--- src/design/mem_test_pkg.sv ---
package mem_test_pkg;

  localparam int lin_addr_w = 18;
  localparam int data_w     = 16;

  // one entry of the command FIFO.
  typedef struct packed {
    logic                  is_write;
    logic [lin_addr_w-1:0] addr;
    logic [data_w-1:0]     data;
  } mem_cmd_t;

  // read result with its address for checking.
  typedef struct packed {
    logic [lin_addr_w-1:0] addr;
    logic [data_w-1:0]     data;
  } mem_rsp_t;

  // low address bits xor 5a5a, rotated left by the pass index.
  function automatic logic [data_w-1:0] mem_pattern(input logic [lin_addr_w-1:0] addr,
                                                    input logic [7:0] pass_idx);
    logic [data_w-1:0] base;
    logic [3:0]        rot;
    base = addr[data_w-1:0] ^ 16'h5A5A;
    rot  = pass_idx[3:0];  // modulo 16.
    return (base << rot) | (base >> (5'd16 - {1'b0, rot}));
  endfunction

endpackage
--- src/design/mem_pattern_gen.sv ---
`timescale 1ns/1ps

module mem_pattern_gen
  import mem_test_pkg::*;
#(
  parameter int NUM_BURSTS = 16,
  parameter int NUM_BEATS  = 128
) (
  input  logic     clk,
  input  logic     rst_n,
  input  logic     full,
  output logic     cmd_push,
  output mem_cmd_t cmd
);

  localparam int burst_w = (NUM_BURSTS > 1) ? $clog2(NUM_BURSTS) : 1;
  localparam int beat_w  = (NUM_BEATS > 1) ? $clog2(NUM_BEATS) : 1;

  logic [burst_w-1:0]    burst;
  logic [beat_w-1:0]     beat;
  logic                  rd_phase;  // 0 writes, 1 reads back.
  logic [7:0]            pass_idx;
  logic                  running;
  logic                  last_beat;
  logic                  last_burst;
  logic [lin_addr_w-1:0] lin_addr;

  assign last_beat  = beat == beat_w'(NUM_BEATS - 1);
  assign last_burst = burst == burst_w'(NUM_BURSTS - 1);

  assign lin_addr = lin_addr_w'(burst) * lin_addr_w'(NUM_BEATS) + lin_addr_w'(beat);

  // push whenever there is room.
  assign cmd_push = running && !full;

  always_comb begin
    cmd.is_write = !rd_phase;
    cmd.addr     = lin_addr;
    cmd.data     = rd_phase ? '0 : mem_pattern(lin_addr, pass_idx);
  end

  always_ff @(posedge clk) begin
    if (!rst_n) begin
      running <= 1'b0;
    end else begin
      running <= 1'b1;  // start one cycle out of reset.
    end
  end

  always_ff @(posedge clk) begin
    if (!rst_n) begin
      burst    <= '0;
      beat     <= '0;
      rd_phase <= 1'b0;
      pass_idx <= '0;
    end else if (cmd_push) begin
      if (!last_beat) begin
        beat <= beat + 1'b1;
      end else begin
        beat <= '0;
        if (!rd_phase) begin
          rd_phase <= 1'b1;  // same beats again, as reads.
        end else begin
          rd_phase <= 1'b0;
          if (last_burst) begin
            burst    <= '0;
            pass_idx <= pass_idx + 1'b1;
          end else begin
            burst <= burst + 1'b1;
          end
        end
      end
    end
  end

endmodule

--- config.mk ---
export PLATFORM = sky130hd
export DESIGN_NAME = mem_pattern_gen
export DESIGN_NICKNAME = d
export VERILOG_FILES = /design/src/design/mem_test_pkg.sv /design/src/design/mem_pattern_gen.sv
export SDC_FILE = /design/constraint.sdc
export NUM_CORES = 1
export LEC_CHECK = 0
export ABC_AREA = 1
export BUFFER_PORTS_ARGS = -buffer_cell sky130_fd_sc_hd__clkbuf_2
export CAP_MARGIN = 30
export CELL_PAD_IN_SITES_DETAIL_PLACEMENT = 1
export CELL_PAD_IN_SITES_GLOBAL_PLACEMENT = 1
export CORE_MARGIN = 5
export CORE_UTILIZATION = 34
export CTS_CLUSTER_DIAMETER = 120
export DETAILED_ROUTE_END_ITERATION = 6
export PLACE_DENSITY_LB_ADDON = 0.3
export RECOVER_POWER = 25
export SYNTH_ARGS = -nofsm -noshare
export SYNTH_HDL_FRONTEND = slang
export SYNTH_SLANG_ARGS = --single-unit
--- constraint.sdc ---
create_clock -name clk -period 2.6 [get_ports clk]
set_input_delay 0.78 -clock clk [delete_from_list [all_inputs] [get_ports clk]]
set_output_delay 0.78 -clock clk [all_outputs]
set_load 0.1 [all_outputs]
==> impl_metrics.py <==
metrics = {
    "clock_tree": {
        "cts_buffers": 3,
        "worstSkewPairLatency_ps": 270,
        "cts_root_buf": "clkbuf_8",
        "cts_sinks": 17,
        "clk_pin_slew_ps": 80,
        "clock_path_buffers": 2,
        "cts_tree": "yes",
        "cts_htree_levels": 1,
    },
    "grt": {
        "grt_antenna_before_repair": 0,
        "gr-total-overflow": 0,
        "grt_max_degree": 17,
        "grt_usage": 0.245,
        "grt_pass1_wl_mm": 15.0,
        "grt_pass1_vias": 2989,
    },
    "routing": {
        "vias": 2905,
        "ant_nets": 0,
        "via_per_inst": 5.57,
        "wl_mm": 9.73,
        "drt_iter0_drc": 252,
        "routedWlPerCell_um": 18.6,
        "drc_errors": 0,
        "first_pass_iters": 4,
    },
    "synth": {
        "synth-main-ff-cell": "dfxtp_1",
        "synthMuxAreaShare": 0,
        "syn_inst": 386,
        "synth-seq-area-share": 0.158,
        "synth-warning-count": 0,
        "synth_fa_ha_area_frac": 0.0466,
        "synth_edf_count": 0,
        "synth_top_area_share": 0.220,
        "synthArstFlopShare": 0,
        "synth_cell_type_count": 32,
        "synth_compound_area_frac": 0.0903,
        "synthXorXnorAreaFrac": 0.0280,
        "syn_area_um2": 2150,
        "synth_seq_cells": 17,
        "syn-mean-instance-area_um2": 5.57,
        "synth_top_family_by_area": "simple AND/OR/NAND/NOR gates",
        "yosys.area_share.simple": 0.547,
        "yosys.area.top_type": "nand2_1",
        "synth_area_leaders": "nand2_1 22%, nand3_1 20%, dfxtp_1 16%",
    },
    "placed_design": {
        "gp_congestion": 0.990,
        "port_buffers": 31,
        "placed_area_um2": 2990,
        "hpwlAfterDp_mm": 7.04,
        "post-place-ws_ps": -12.2,
    },
    "timing": {
        "rsz0062_at_grt": "true",
        "layout_min_cycle_time_ps": 2800,
        "hold_viol": 0,
        "skew_ps": 12.8,
        "layout_setup_ws_ps": -203,
        "fmax_mhz": 357,
        "tns_ps": -2720,
        "slew_viol_final": 0,
        "worst_pin_slew_ps": 546,
        "setup_violations": 15,
        "slew_headroom": 0.637,
        "period_share": 1.08,
    },
    "critical_path": {
        "worstSetupPathType": "reg -> out",
        "timing.critical_path.mode_cell": "nand3_2",
        "cp_slowest_cell": "dfxtp_4",
        "worst-path-buf-inv": 3,
        "crit_family": "simple AND/OR/NAND/NOR gates",
        "worstPathArrival_ps": 2020,
        "crit_path_start_kind": "register",
        "crit_path_end_kind": "output port",
        "crit_chain": "buf_6, nor2_4, nand3_2, nand2_4, clkinvlp_4, nand2_1, nand3_2, a21oi_4, buf_12",
        "path_max_fanout": 7,
        "crit_required_ps": 1820,
        "slowest_delay_ps": 370,
    },
    "layout": {
        "fin_nets": 457,
        "syn_to_final_growth_pct": 59.2,
        "drive_gt1_frac": 0.409,
        "final_area_um2": 3420,
        "n_fill_cell": 801,
        "antenna_cells": 0,
    },
    "floorplanning": {
        "rows": 29,
        "die-area_um2": 8010,
        "start_util": 0.344,
        "die_w_um": 89.5,
        "fp.dieH_um": 89.5,
        "fp.coreArea_um2": 6240,
        "io_pins": 39,
    },
    "flow_run": {
        "cap_violations": 0,
    },
    "status": {
        "status": "finished with violations",
        "violations": "setup timing",
    },
    "power": {
        "leakagePower_nw": 1.58,
        "power_density_nw_per_um2": 174,
        "peakVddDrop_v": 0.000243,
    },
    "worst_hold_path": {
        "min_path_type": "reg -> reg",
    },
}
-- final timing paths --
kind                       startpoint                    end  slack, ps  cells after the start
max          pass_idx[2]$_SDFFE_PN0P_                 cmd[1]       -200                      9
min reg2reg     burst[0]$_SDFFE_PN0P_  burst[0]$_SDFFE_PN0P_        510                      2
min             burst[0]$_SDFFE_PN0P_  burst[0]$_SDFFE_PN0P_        510                      2
max reg2reg           running$_DFF_P_  burst[3]$_SDFFE_PN0P_        660                      9
-- power breakdown --
part	switching, mW	internal [mW]
Combinational	0.101	0.0207
Sequential	0.00435	0.255
Clock	0.107	0.107
Total	0.213	0.383
-- cell type report --
class                           instances  area, µm²  area share
Tap cell                               77       96.3      0.0282
Inverter                               32        150      0.0439
Timing Repair Buffer                   70        768       0.225
Clock buffer                            3       41.3      0.0121
Clock inverter                          1       5.00     0.00146
Sequential cell                        17        378       0.110
Multi-Input combinational cell        322       1980       0.579
-- flip-flops by register name, summed over array words and instances, names as in the netlist --
name and count:
beat 7, burst 4, pass_idx 4, rd_phase 1, running 1
-- logic make-up after synthesis --
family                   after synthesis
AO/OA/AOI/OAI                         36
adder cells (fa/ha/maj)                8
buffers and inverters                 55
flip-flops                            17
XOR/XNOR                               6
AND/OR/NAND/NOR                      263
other                                  1
-- synthesized netlist by cell type (2+ instances only) --
| library cell | number |
|---|---|
| nor2_2 | 2 |
| nand2_2 | 4 |
| xor2_1 | 5 |
| inv_1 | 28 |
| a21oi_1 | 22 |
| nand4_1 | 4 |
| ha_1 | 8 |
| clkbuf_1 | 2 |
| buf_4 | 10 |
| buf_1 | 2 |
| buf_6 | 3 |
| nor2_4 | 3 |
| nand3_1 | 85 |
| buf_2 | 6 |
| o211ai_1 | 3 |
| inv_2 | 3 |
| nand2_1 | 126 |
| o21ai_0 | 8 |
| nor3_1 | 3 |
| nor2_1 | 31 |
| dfxtp_1 | 17 |
-- cells in the final DEF (no fill, tap or decap), drive strengths merged --
cell,netlist,layout
a221oi,1,1
nand4,4,4
ha,8,8
dfxtp,17,17
nor2,36,36
buf,21,56
o211ai,3,3
nand2,130,132
inv,31,27
conb,1,7
or2,1,1
a21oi,22,22
clkinvlp,0,4
o21a,1,1
clkinv,1,2
clkbuf,2,17
nand3,86,86
nor3,5,5
xnor2,1,1
nand3b,1,1
o21ai,9,9
xor2,5,5
-- metrics by stage --
step	hold slack [ps]	utilization	std cells	power (mW)
floorplan	571	-	392	0.371
global placement	496	0.479	502	0.386
detailed placement	498	0.479	502	0.388
CTS	515	0.522	517	0.597
global route	528	0.548	522	0.616
finish	511	0.548	522	0.595
-- per-layer routing --
| layer | part of all wire | GRT usage |
|---|---|---|
| met1 | 0.40 | 0.301 |
| met2 | 0.51 | 0.435 |
| met3 | 0.049 | 0.0212 |
| met4 | 0.040 | 0.0974 |
| met5 | 0 | 0 |
-- worst reg2reg max path: stages (launching register included) --
cell and delay, ps:
dfxtp_1 310, inv_1 40, nor2_1 200, clkbuf_1 410, inv_1 190, nor2_1 250, nand2_1 140, nor3_1 180
a21oi_1 70, nor2_1 90
-- timing repair --
item,CTS,global route
endpoints found under the setup margin,16,16
pin swaps,16,19
gates cloned,1,1
endpoints found under the hold margin,0,0
setup buffers,10,4
gates resized for setup,40,35
hold buffers,0,0
Note: power is estimated with default switching activity, not from simulation.
