## src/design/mem_fifo.sv

```systemverilog
`timescale 1ns/1ps

module mem_fifo #(
  parameter type payload_t = logic [7:0],
  parameter int  DEPTH     = 8
) (
  input  logic     clk,
  input  logic     rst_n,
  input  logic     push,
  input  payload_t wdata,
  input  logic     pop,
  output payload_t rdata,
  output logic     full,
  output logic     empty
);

  localparam int ptr_w = (DEPTH > 1) ? $clog2(DEPTH) : 1;
  localparam int cnt_w = $clog2(DEPTH + 1);

  payload_t         mem [DEPTH];
  logic [ptr_w-1:0] wr_ptr;
  logic [ptr_w-1:0] rd_ptr;
  logic [cnt_w-1:0] count;
  logic             do_push;
  logic             do_pop;

  assign do_push = push && !full;
  assign do_pop  = pop && !empty;

  assign full  = count == cnt_w'(DEPTH);
  assign empty = count == '0;
  assign rdata = mem[rd_ptr];  // head is visible before the pop.

  always_ff @(posedge clk) begin
    if (do_push) begin
      mem[wr_ptr] <= wdata;
    end
  end

  always_ff @(posedge clk) begin
    if (!rst_n) begin
      wr_ptr <= '0;
      rd_ptr <= '0;
      count  <= '0;
    end else begin
      if (do_push) begin
        wr_ptr <= (wr_ptr == ptr_w'(DEPTH - 1)) ? '0 : wr_ptr + 1'b1;
      end
      if (do_pop) begin
        rd_ptr <= (rd_ptr == ptr_w'(DEPTH - 1)) ? '0 : rd_ptr + 1'b1;
      end
      if (do_push && !do_pop) begin
        count <= count + 1'b1;
      end else if (do_pop && !do_push) begin
        count <= count - 1'b1;
      end
    end
  end

endmodule

```

## config.mk

```make
export PLATFORM = sky130hd
export DESIGN_NAME = mem_fifo
export DESIGN_NICKNAME = d
export VERILOG_FILES = /design/src/design/mem_fifo.sv
export SDC_FILE = /design/constraint.sdc
export NUM_CORES = 1
export LEC_CHECK = 0
export BUFFER_PORTS_ARGS = -buffer_cell sky130_fd_sc_hd__buf_4
export CORE_AREA = 2 2 83 85
export DETAILED_ROUTE_END_ITERATION = 10
export DIE_AREA = 0 0 85 87
export PLACE_DENSITY = 0.67
export SLEW_MARGIN = 20
export SYNTH_ARGS = -nofsm -noshare
export SYNTH_HDL_FRONTEND = slang
export SYNTH_SLANG_ARGS = --single-unit
```

## constraint.sdc

```tcl
create_clock -name clk -period 6.89 [get_ports clk]
set_input_delay 0.689 -clock clk [delete_from_list [all_inputs] [get_ports clk]]
set_output_delay 0.689 -clock clk [all_outputs]
set_load 0.005 [all_outputs]
```

==> flow_summary.json, run 1 <==
{
  "core_um2": 6570,
  "async_reset_ff_share_pct": 0,
  "syn_area_per_cell_um2": 18.8,
  "top_usage_layer": "met2",
  "wl_per_cell_um": 18.4,
  "cts.sinks": 77,
  "synth_nets": 189,
  "rr_startpoint": "count[1]",
  "total_power_mw": 1.13,
  "cts_hold_buf": 0,
  "first_global_vias": 1563,
  "fp-row-count": 30,
  "maxCapViolCount": 0,
  "yosysWarnings": 0,
  "post_cts_resized": 0,
  "fillers": 489,
  "dieHeight_um": 87,
  "synth_top_area_cell": "edfxtp_1",
  "grt_max_degree": 17,
  "finalSetupViolCount": 0,
  "worstPathCellList": "mux4_1, mux2_2, buf_4",
  "synthToLayoutAreaGrowth_pct": 12.3,
  "synthCells": 169,
  "status": "complete, no violations",
  "synth_area_leaders": "edfxtp_1 (60%), mux4_1 (12%), dfxtp_1 (8.2%), mux2_2 (2.8%), ha_1 (2.8%)",
  "worstPathArrival_ns": 2.32,
  "initial_core_util_pct": 48.4,
  "first_pass_iters": 4,
  "drt_wl_total_um": 5150,
  "period_share_pct": 43.7,
  "htree_num_levels": 3,
  "place_congestion": 0.712,
  "clock-root-buffer": "clkbuf_8",
  "cts.path.max_buffers": 2,
  "diodes": 0,
  "synth_most_common_cell": "edfxtp_1",
  "die_w_um": 85,
  "post-cts-setup-buffers": 0,
  "cts_tree": "done",
  "period_minus_slack_ns": 3.01,
  "ys_types": 33,
  "p_switching_uw": 304,
  "hold_viol": 0,
  "worstHoldStart": "rd_ptr[1]",
  "use_met1_pct": 19.2,
  "vias_per_cell": 5.51,
  "clk_latency_ns": 0.34,
  "crit_path_end_kind": "primary output",
  "grt_pass1_wl_um": 8170,
  "dpl.hpwl_um": 3410,
  "io_pins": 22,
  "nets": 215,
  "whs_ns": 0.544,
  "design.die.area_um2": 7400,
  "swShare_pct": 26.9,
  "ys_seq_area_share_pct": 68.6,
  "worst_clock_skew_ns": 0.00762,
  "slew_viol_final": 0,
  "power_frac_seq_pct": 52.5,
  "crit_required_ns": 6.20,
  "grt_util_met3_pct": 2.94,
  "final_layout_size_suffix_gt1_share_pct": 25.5,
  "grt_setup_unrepaired": "false",
  "postRouteAntennaNets": 0,
  "syn-cell-area_um2": 3180,
  "holdCritPathClass": "reg -> reg",
  "slew_headroom_pct": 38.4,
  "power.internal_uw": 825,
  "gr-usage-all-layers_pct": 15.4,
  "fmax_mhz": 332,
  "grt_antenna_before_repair": 0,
  "netlist_top_cells_count": "edfxtp_1 (64), mux4_1 (15), dfxtp_1 (13)",
  "ir_drop_mv": 0.175,
  "leakagePower_nw": 1.24,
  "final_cells": 280,
  "place_ws_ns": 4.17,
  "crit_fanout": 16,
  "io_buffers": 21,
  "overflow": 0,
  "vias": 1543,
  "ys.flop_type": "edfxtp_1",
  "slowest_delay_ns": 0.91,
  "synth_edf_count": 64,
  "drt_iter0_drc": 76,
  "pwr-share-clk_pct": 25.4,
  "numCtsBuffers": 9,
  "slowest_stage": "dfxtp_1",
  "p_comb_share_pct": 22.1,
  "dp.cells": 264,
  "tightestPinTransition_ns": 0.919,
  "grt.met2_usage_pct": 24.6,
  "pwr_density_cell_nw_per_um2": 316,
  "startpoint_type": "flop",
  "drc": 0,
  "clk_pin_slew_worst_paths_ns": 0.08,
  "fin_setup_tns_ns": 0,
  "ys_seq_elements": 77,
  "crit_type": "reg -> out",
  "layout_setup_ws_ns": 3.88,
  "synth_top_area_share_pct": 60.4
}
==> cells by family (layout without fill, tap and decap cells) <==
family          count (synthesis)  after routing  synth area share (%)
mux                            27             27                  16.9
fa+ha+maj                       8              8                  3.38
simple gates                   34             34                  5.43
compound gates                 11             11                  2.95
buf+inv                        10             41                  2.20
xor+xnor                        2              2                 0.551
flops                          77             77                  68.6
==> registers in the layout (all words and copies together), names as in the netlist, named ones only <==
name and count:
rd_ptr 3, wr_ptr 3, mem 64, count 4
==> metal layers <==
| metal | vias to the layer above | wire [µm] |
|---|---|---|
| li1 | 734 | - |
| met1 | 770 | 2260 |
| met2 | 25 | 2620 |
| met3 | 14 | 124 |
| met4 | 0 | 149 |
| met5 | - | 0 |
==> area by class of cell <==
| class | count | area (µm²) | area share (%) |
|---|---|---|---|
| clock buffers | 10 | 128 | 3.57 |
| clock inverters | 6 | 38.8 | 1.09 |
| inverters | 2 | 7.51 | 0.210 |
| multi-input cells | 82 | 943 | 26.4 |
| flip-flops and latches | 77 | 2180 | 61.1 |
| well taps | 80 | 100 | 2.80 |
| repair buffers | 23 | 173 | 4.83 |
==> stage by stage <==
stage	cell area [µm²]	util, %
after global placement	3410	51.8
after detailed placement	3410	51.8
after global routing	3570	54.4
after CTS	3570	54.4
after floorplan	3180	-
final	3570	54.4
==> path summary, 6_finish.rpt <==
path	endpoint	slack, ns	depth (start not counted)
setup / recovery	rdata[7]	3.88	3
hold / removal	rd_ptr[1]	0.54	2
setup reg to reg	count[3]	4.23	10
hold reg to reg	rd_ptr[1]	0.54	2
==> power groups by stage <==
stage	clock, mW	combinational (mW)	sequential (mW)
after CTS	0.294	0.254	0.595
after global routing	0.312	0.276	0.600
final	0.286	0.250	0.593
after global placement	0	0.244	0.600
after floorplan	0	0.205	0.574
after detailed placement	0	0.252	0.606
==> layout by cell type, fill, tap and decap left out, drive strengths merged, types with 2 or more instances in the layout <==
cell / Yosys / final
edfxtp: 64 / 64
buf: 5 / 23
mux4: 16 / 16
dfxtp: 13 / 13
clkbuf: 3 / 10
nand2: 9 / 9
mux2: 8 / 8
ha: 7 / 7
nor3: 6 / 6
nor2: 4 / 4
nor2b: 4 / 4
clkinv: 0 / 4
and2: 3 / 3
nand2b: 3 / 3
a21oi: 3 / 3
mux2i: 3 / 3
inv: 2 / 3
a21boi: 3 / 3
nor4: 2 / 2
xnor2: 2 / 2
==> critical path: cells and delay by family, from the launching register on <==
family,cells,cell delay [ns]
DFF,1,0.91
buffers and inverters,1,0.13
muxes,2,0.93
No activity file was read; power rests on OpenSTA's default activity.
==> run 2: changes to the inputs <==
- PLACE_DENSITY: 0.67 -> 0.7
- clock period: 6.89 -> 2.5 ns (I/O delays scaled with it)
==> run 2 against run 1 <==
Against the previous run:
- die area did not move
- via count rose by 4.3%
- sequential share of layout area fell by 1.4 points
- global-route usage rose by 0.42 points
- non-clock buffer count rose by 11
- combinational power rose to 3.3 times the previous value
- cell count rose by 3.6%
- design area rose by 2.5%
- hold slack got worse by 0.41 ns
- clock-buffer cell count did not move
- sequential power rose to 2.6 times the previous value
- highest routed layer unchanged
==> flow_summary.json, run 2 (synthesis gave the netlist of run 1 again) <==
{
  "slew_viol_final": 0,
  "nets": 226,
  "diodes": 0,
  "dp.cells": 274,
  "critPathMostFrequentCell": "ha_1",
  "clk_latency_ns": 0.34,
  "first_global_vias": 1618,
  "dieHeight_um": 87,
  "htree_num_levels": 3,
  "clk_pin_slew_worst_paths_ns": 0.07,
  "io_pins": 22,
  "first_pass_iters": 4,
  "initial_core_util_pct": 48.4,
  "vias_per_cell": 5.55,
  "slowest_delay_ns": 0.34,
  "vias": 1609,
  "gr-usage-all-layers_pct": 15.9,
  "slowest_stage": "o41ai_4",
  "crit_required_ns": 2.76,
  "synthToLayoutAreaGrowth_pct": 15.1,
  "worstHoldStart": "wdata[6]",
  "rrSetupSlack_ns": 0.11,
  "p_switching_uw": 854,
  "whs_endpoint": "mem[2][6]",
  "whs_ns": 0.135,
  "period_minus_slack_ns": 2.39,
  "startpoint": "count[0]",
  "design.die.area_um2": 7400,
  "holdCritPathClass": "in -> reg",
  "final_cells": 290,
  "crit_fanout": 5,
  "drt_wl_total_um": 5480,
  "startpoint_type": "flop",
  "wl_per_cell_um": 18.9,
  "worstPathCellList": "buf_4, o41ai_4, ha_1, inv_1, ha_1, a21oi_1, a211oi_1, a31oi_1, mux2i_1",
  "power.internal_mw": 2.40,
  "fmax_mhz": 419,
  "reg_top3": "mem: 64 flops, count: 4 flops",
  "layout_setup_ws_ns": 0.115,
  "crit_type": "reg -> reg",
  "total_power_mw": 3.26,
  "rr_startpoint": "count[0]",
  "regToRegEndpoint": "count[3]",
  "place_area_um2": 3470,
  "worst_clock_skew_ns": 0.00568,
  "reg2reg_depth": 9,
  "crit_path_end_kind": "flop",
  "largest_reg_flops": 64,
  "p_comb_share_pct": 25.4,
  "final_cell_mix": "edfxtp_1 (64), buf_4 (34), mux4_1 (15)",
  "pwr_density_cell_nw_per_um2": 890,
  "final_area_um2": 3660,
  "place_congestion": 0.825,
  "clock-root-buffer": "clkbuf_8",
  "final_layout_size_suffix_gt1_share_pct": 29.0,
  "layout_commonest_cell": "edfxtp_1",
  "cts.sinks": 77,
  "grt_setup_unrepaired": "false",
  "grt_max_degree": 17,
  "period_share_pct": 95.4,
  "cts_tree": "done",
  "fillers": 498,
  "core_um2": 6570,
  "drc": 0,
  "post-route-util_pct": 55.7,
  "die_w_um": 85,
  "postRouteAntennaNets": 0,
  "grt_antenna_before_repair": 0,
  "slew_headroom_pct": 68.0,
  "grt_pass1_wl_um": 8370,
  "maxCapViolCount": 0,
  "ir_drop_mv": 0.447,
  "whs_path_depth": 1,
  "pwr-share-clk_pct": 26.7,
  "power_frac_seq_pct": 48.0,
  "tightestPinTransition_ns": 0.479,
  "place_ws_ns": 0.0438,
  "cts_hold_buf": 0,
  "io_buffers": 21,
  "overflow": 0,
  "dpl.hpwl_um": 3530,
  "numCtsBuffers": 9,
  "fin_setup_tns_ns": 0,
  "fp-row-count": 30,
  "worstPathArrival_ns": 2.65,
  "leakagePower_nw": 1.30,
  "drt_iter0_drc": 106,
  "status": "complete, no violations",
  "largest-register": "mem",
  "finalSetupViolCount": 0,
  "hold_viol": 0,
  "cts.path.max_buffers": 2,
  "swShare_pct": 26.2
}
run 2: worst max-delay path: cells and delay by family (launching register included):
family | cells | cell delay (ns)
DFF | 1 | 0.33
AOI/OAI and AO/OA | 4 | 0.91
buffers and inverters | 2 | 0.27
muxes | 1 | 0.24
adders and majority gates | 2 | 0.57
run 2: how the worst max path moves through the flow:
stage | end | slack, ns | depth (start not counted)
after floorplan | count[3] | 0.29 | 11
after global placement | count[3] | 0.21 | 10
after detailed placement | count[3] | 0.04 | 10
after CTS | count[3] | 0.11 | 10
after global routing | count[3] | 0.009 | 10
final | count[3] | 0.11 | 9
run 2: repair_timing:
| action | 4_1_cts | 5_1_grt |
|---|---|---|
| resized for setup | 0 | 2 |
| buffers inserted | 1 | 0 |
| pin swaps | 1 | 0 |
| setup endpoints to repair | 1 | 1 |
run 2: layout make-up:
cell class / count / area, µm² / area share [%]
Clock inverter: 5 / 52.6 / 1.44
Clock buffer: 10 / 128 / 3.49
Sequential cell: 77 / 2180 / 59.7
Inverter: 2 / 7.51 / 0.205
Multi-Input combinational cell: 82 / 933 / 25.5
Timing Repair Buffer: 34 / 255 / 6.97
Tap cell: 80 / 100 / 2.74
run 2: routing by layer:
layer | part of all wire, % | up-vias | wire [µm] | GRT usage [%]
li1 | - | 750 | - | -
met1 | 42 | 805 | 2320 | 19.3
met2 | 51 | 44 | 2800 | 25.5
met3 | 4.7 | 10 | 260 | 6.16
met4 | 1.8 | 0 | 100 | 6.64
met5 | 0 | - | 0 | 0
run 2: power by group through the flow:
| stage | combinational [mW] | clock, mW | sequential [mW] |
|---|---|---|---|
| 3_3_place_gp | 0.780 | 0 | 1.57 |
| 5_1_grt | 0.889 | 0.946 | 1.57 |
| 3_5_place_dp | 0.823 | 0 | 1.59 |
| 2_1_floorplan | 0.566 | 0 | 1.58 |
| 6_report | 0.826 | 0.869 | 1.56 |
| 4_1_cts | 0.833 | 0.885 | 1.56 |
==> run 3: changes to the inputs <==
--- a/config.mk
+++ b/config.mk
@@ -8,6 +8,6 @@
 export BUFFER_PORTS_ARGS = -buffer_cell sky130_fd_sc_hd__buf_4
-export CORE_AREA = 2 2 83 85
+export CORE_AREA = 2 2 75 95
 export DETAILED_ROUTE_END_ITERATION = 10
-export DIE_AREA = 0 0 85 87
-export PLACE_DENSITY = 0.7
+export DIE_AREA = 0 0 77 97
+export PLACE_DENSITY = 0.69
 export SLEW_MARGIN = 20
==> constraint.sdc (replaced) <==
create_clock -name clk -period 2.5 [get_ports clk]
set_input_delay 0.125 -clock clk [delete_from_list [all_inputs] [get_ports clk]]
set_output_delay 0.125 -clock clk [all_outputs]
set_load 0.005 [all_outputs]
==> run 3 against run 2 <==
Against the previous run:
- core utilization increased by 0.44 points
- register-to-register slack about the same
- sequential share of layout area decreased by 0.095 points
- power decreased by 3.3%
- wire length decreased by 2.2%
- sequential cell count unchanged
- cell count increased by 3.4%
- hold slack got worse by 0.12 ns
- non-clock buffer count increased by 2
- design area increased by 0.10%
- largest power group unchanged
==> flow_summary.json, run 3 (synthesis gave the netlist of run 1 again) <==
{
  "status": "complete, no violations",
  "grt_pass1_wl_um": 8380,
  "synthToLayoutAreaGrowth_pct": 15.2,
  "final_cell_mix": "edfxtp_1 (64), buf_4 (34), mux4_1 (15)",
  "crit_fanout": 6,
  "cts_tree": "done",
  "clk_latency_ns": 0.34,
  "total_power_mw": 3.15,
  "dpl.hpwl_um": 3520,
  "numCtsBuffers": 9,
  "p_comb_share_pct": 25.8,
  "design.die.area_um2": 7470,
  "grt_antenna_before_repair": 0,
  "dieHeight_um": 97,
  "drt_wl_total_um": 5360,
  "reg_top3": "mem: 64 flops, count: 4 flops",
  "power_frac_seq_pct": 50.2,
  "first_pass_iters": 4,
  "drt_iter0_drc": 140,
  "p_switching_uw": 833,
  "fin_setup_tns_ns": 0,
  "initial_core_util_pct": 48.8,
  "period_minus_slack_ns": 2.39,
  "fp-row-count": 33,
  "die_w_um": 77,
  "period_share_pct": 95.6,
  "final_cells": 300,
  "core_um2": 6520,
  "tightestPinTransition_ns": 0.691,
  "worst_clock_skew_ns": 0.00656,
  "postRouteAntennaNets": 0,
  "nets": 228,
  "vias_per_cell": 5.39,
  "crit_type": "reg -> reg",
  "finalSetupViolCount": 0,
  "cts.sinks": 77,
  "overflow": 0,
  "worstPathCellList": "nor3_2, a21bo_2, inv_1, ha_1, inv_1, ha_1, a21oi_2, a211oi_1, a31oi_1, mux2i_1",
  "hold_viol": 0,
  "io_buffers": 21,
  "power.internal_mw": 2.32,
  "cp.buffers_inverters": 2,
  "cp_top_family": "compound AO/OA/AOI/OAI gates",
  "whs_ns": 0.0194,
  "slew_headroom_pct": 53.9,
  "io_pins": 22,
  "drc": 0,
  "slowest_stage": "dfxtp_1",
  "clk_pin_slew_worst_paths_ns": 0.07,
  "leakagePower_nw": 1.29,
  "crit_required_ns": 2.76,
  "swShare_pct": 26.4,
  "fmax_mhz": 418,
  "holdCritPathClass": "in -> reg",
  "worstPathArrival_ns": 2.65,
  "largest-register": "mem",
  "grt_max_degree": 17,
  "pwr_density_cell_nw_per_um2": 860,
  "gr-usage-all-layers_pct": 15.3,
  "final_layout_size_suffix_gt1_share_pct": 27.2,
  "slowest_delay_ns": 0.52,
  "largest_reg_flops": 64,
  "place_congestion": 0.680,
  "cts.path.max_buffers": 2,
  "ir_drop_mv": 0.525,
  "crit_path_end_kind": "flop",
  "layout_commonest_cell": "edfxtp_1",
  "clock-root-buffer": "clkbuf_8",
  "startpoint_type": "flop",
  "pwr-share-clk_pct": 24.0,
  "vias": 1618,
  "maxCapViolCount": 0,
  "first_global_vias": 1658,
  "post-route-util_pct": 56.2,
  "dp.cells": 280,
  "diodes": 0,
  "htree_num_levels": 3,
  "slew_viol_final": 0,
  "wl_per_cell_um": 17.9
}
## run 3: cell count changes in the layout (fill, tap and decap cells not counted)
cell / previous run / this run
a21oi_1: 3 / 2
a21oi_2: 0 / 1
bufinv_16: 1 / 0
clkbuf_1: 1 / 5
clkinv_2: 3 / 2
clkinvlp_4: 1 / 0
dfxtp_1: 12 / 13
dfxtp_2: 1 / 0
dlygate4sd3_1: 0 / 2
## run 3: per-stage QoR
step	setup WS, ns	area (µm²)
2_1_floorplan	0.290	3180
3_3_place_gp	0.205	3470
3_5_place_dp	-0.0161	3470
4_1_cts	0.0178	3640
5_1_grt	-0.0229	3660
6_report	0.110	3660
## run 3: power groups by stage
stage,Combinational (mW),Clock (mW),Sequential (mW)
2_1_floorplan,0.566,0,1.58
3_3_place_gp,0.756,0,1.59
3_5_place_dp,0.798,0,1.61
4_1_cts,0.804,0.776,1.58
5_1_grt,0.882,0.831,1.59
6_report,0.812,0.758,1.58
## run 3: final cells by class
cell class / instances / area [µm²]
well taps: 87 / 109
clock buffers: 14 / 143
fillers: 533 / 2860
clock inverters: 2 / 10.0
repair buffers: 36 / 275
multi-input cells: 82 / 937
inverters: 2 / 7.51
flip-flops and latches: 77 / 2180
## run 3: per-layer routing
layer | up-vias | wire length [µm] | GRT usage (%)
met2 | 37 | 2840 | 26.4
met5 | - | 0 | 0
met1 | 813 | 2170 | 17.4
met4 | 0 | 128 | 7.69
met3 | 12 | 228 | 3.92
li1 | 756 | - | -
## run 3: what timing repair did
item                                   in CTS  in global routing
setup endpoints to repair                   1                  1
hold buffers                                2                  0
endpoints found under the hold margin       9                  0
pin swaps                                   0                  1
resized for setup                           1                  1
setup buffers                               0                  2
## run 3: path summary, 6_finish.rpt
check | startpoint | end | slack (ns) | depth (start not counted)
setup / recovery | count[1] | count[3] | 0.11 | 10
hold / removal | wdata[5] | mem[7][5] | 0.02 | 1
setup reg to reg | count[1] | count[3] | 0.11 | 10
hold reg to reg | wr_ptr[0] | wr_ptr[0] | 0.55 | 2
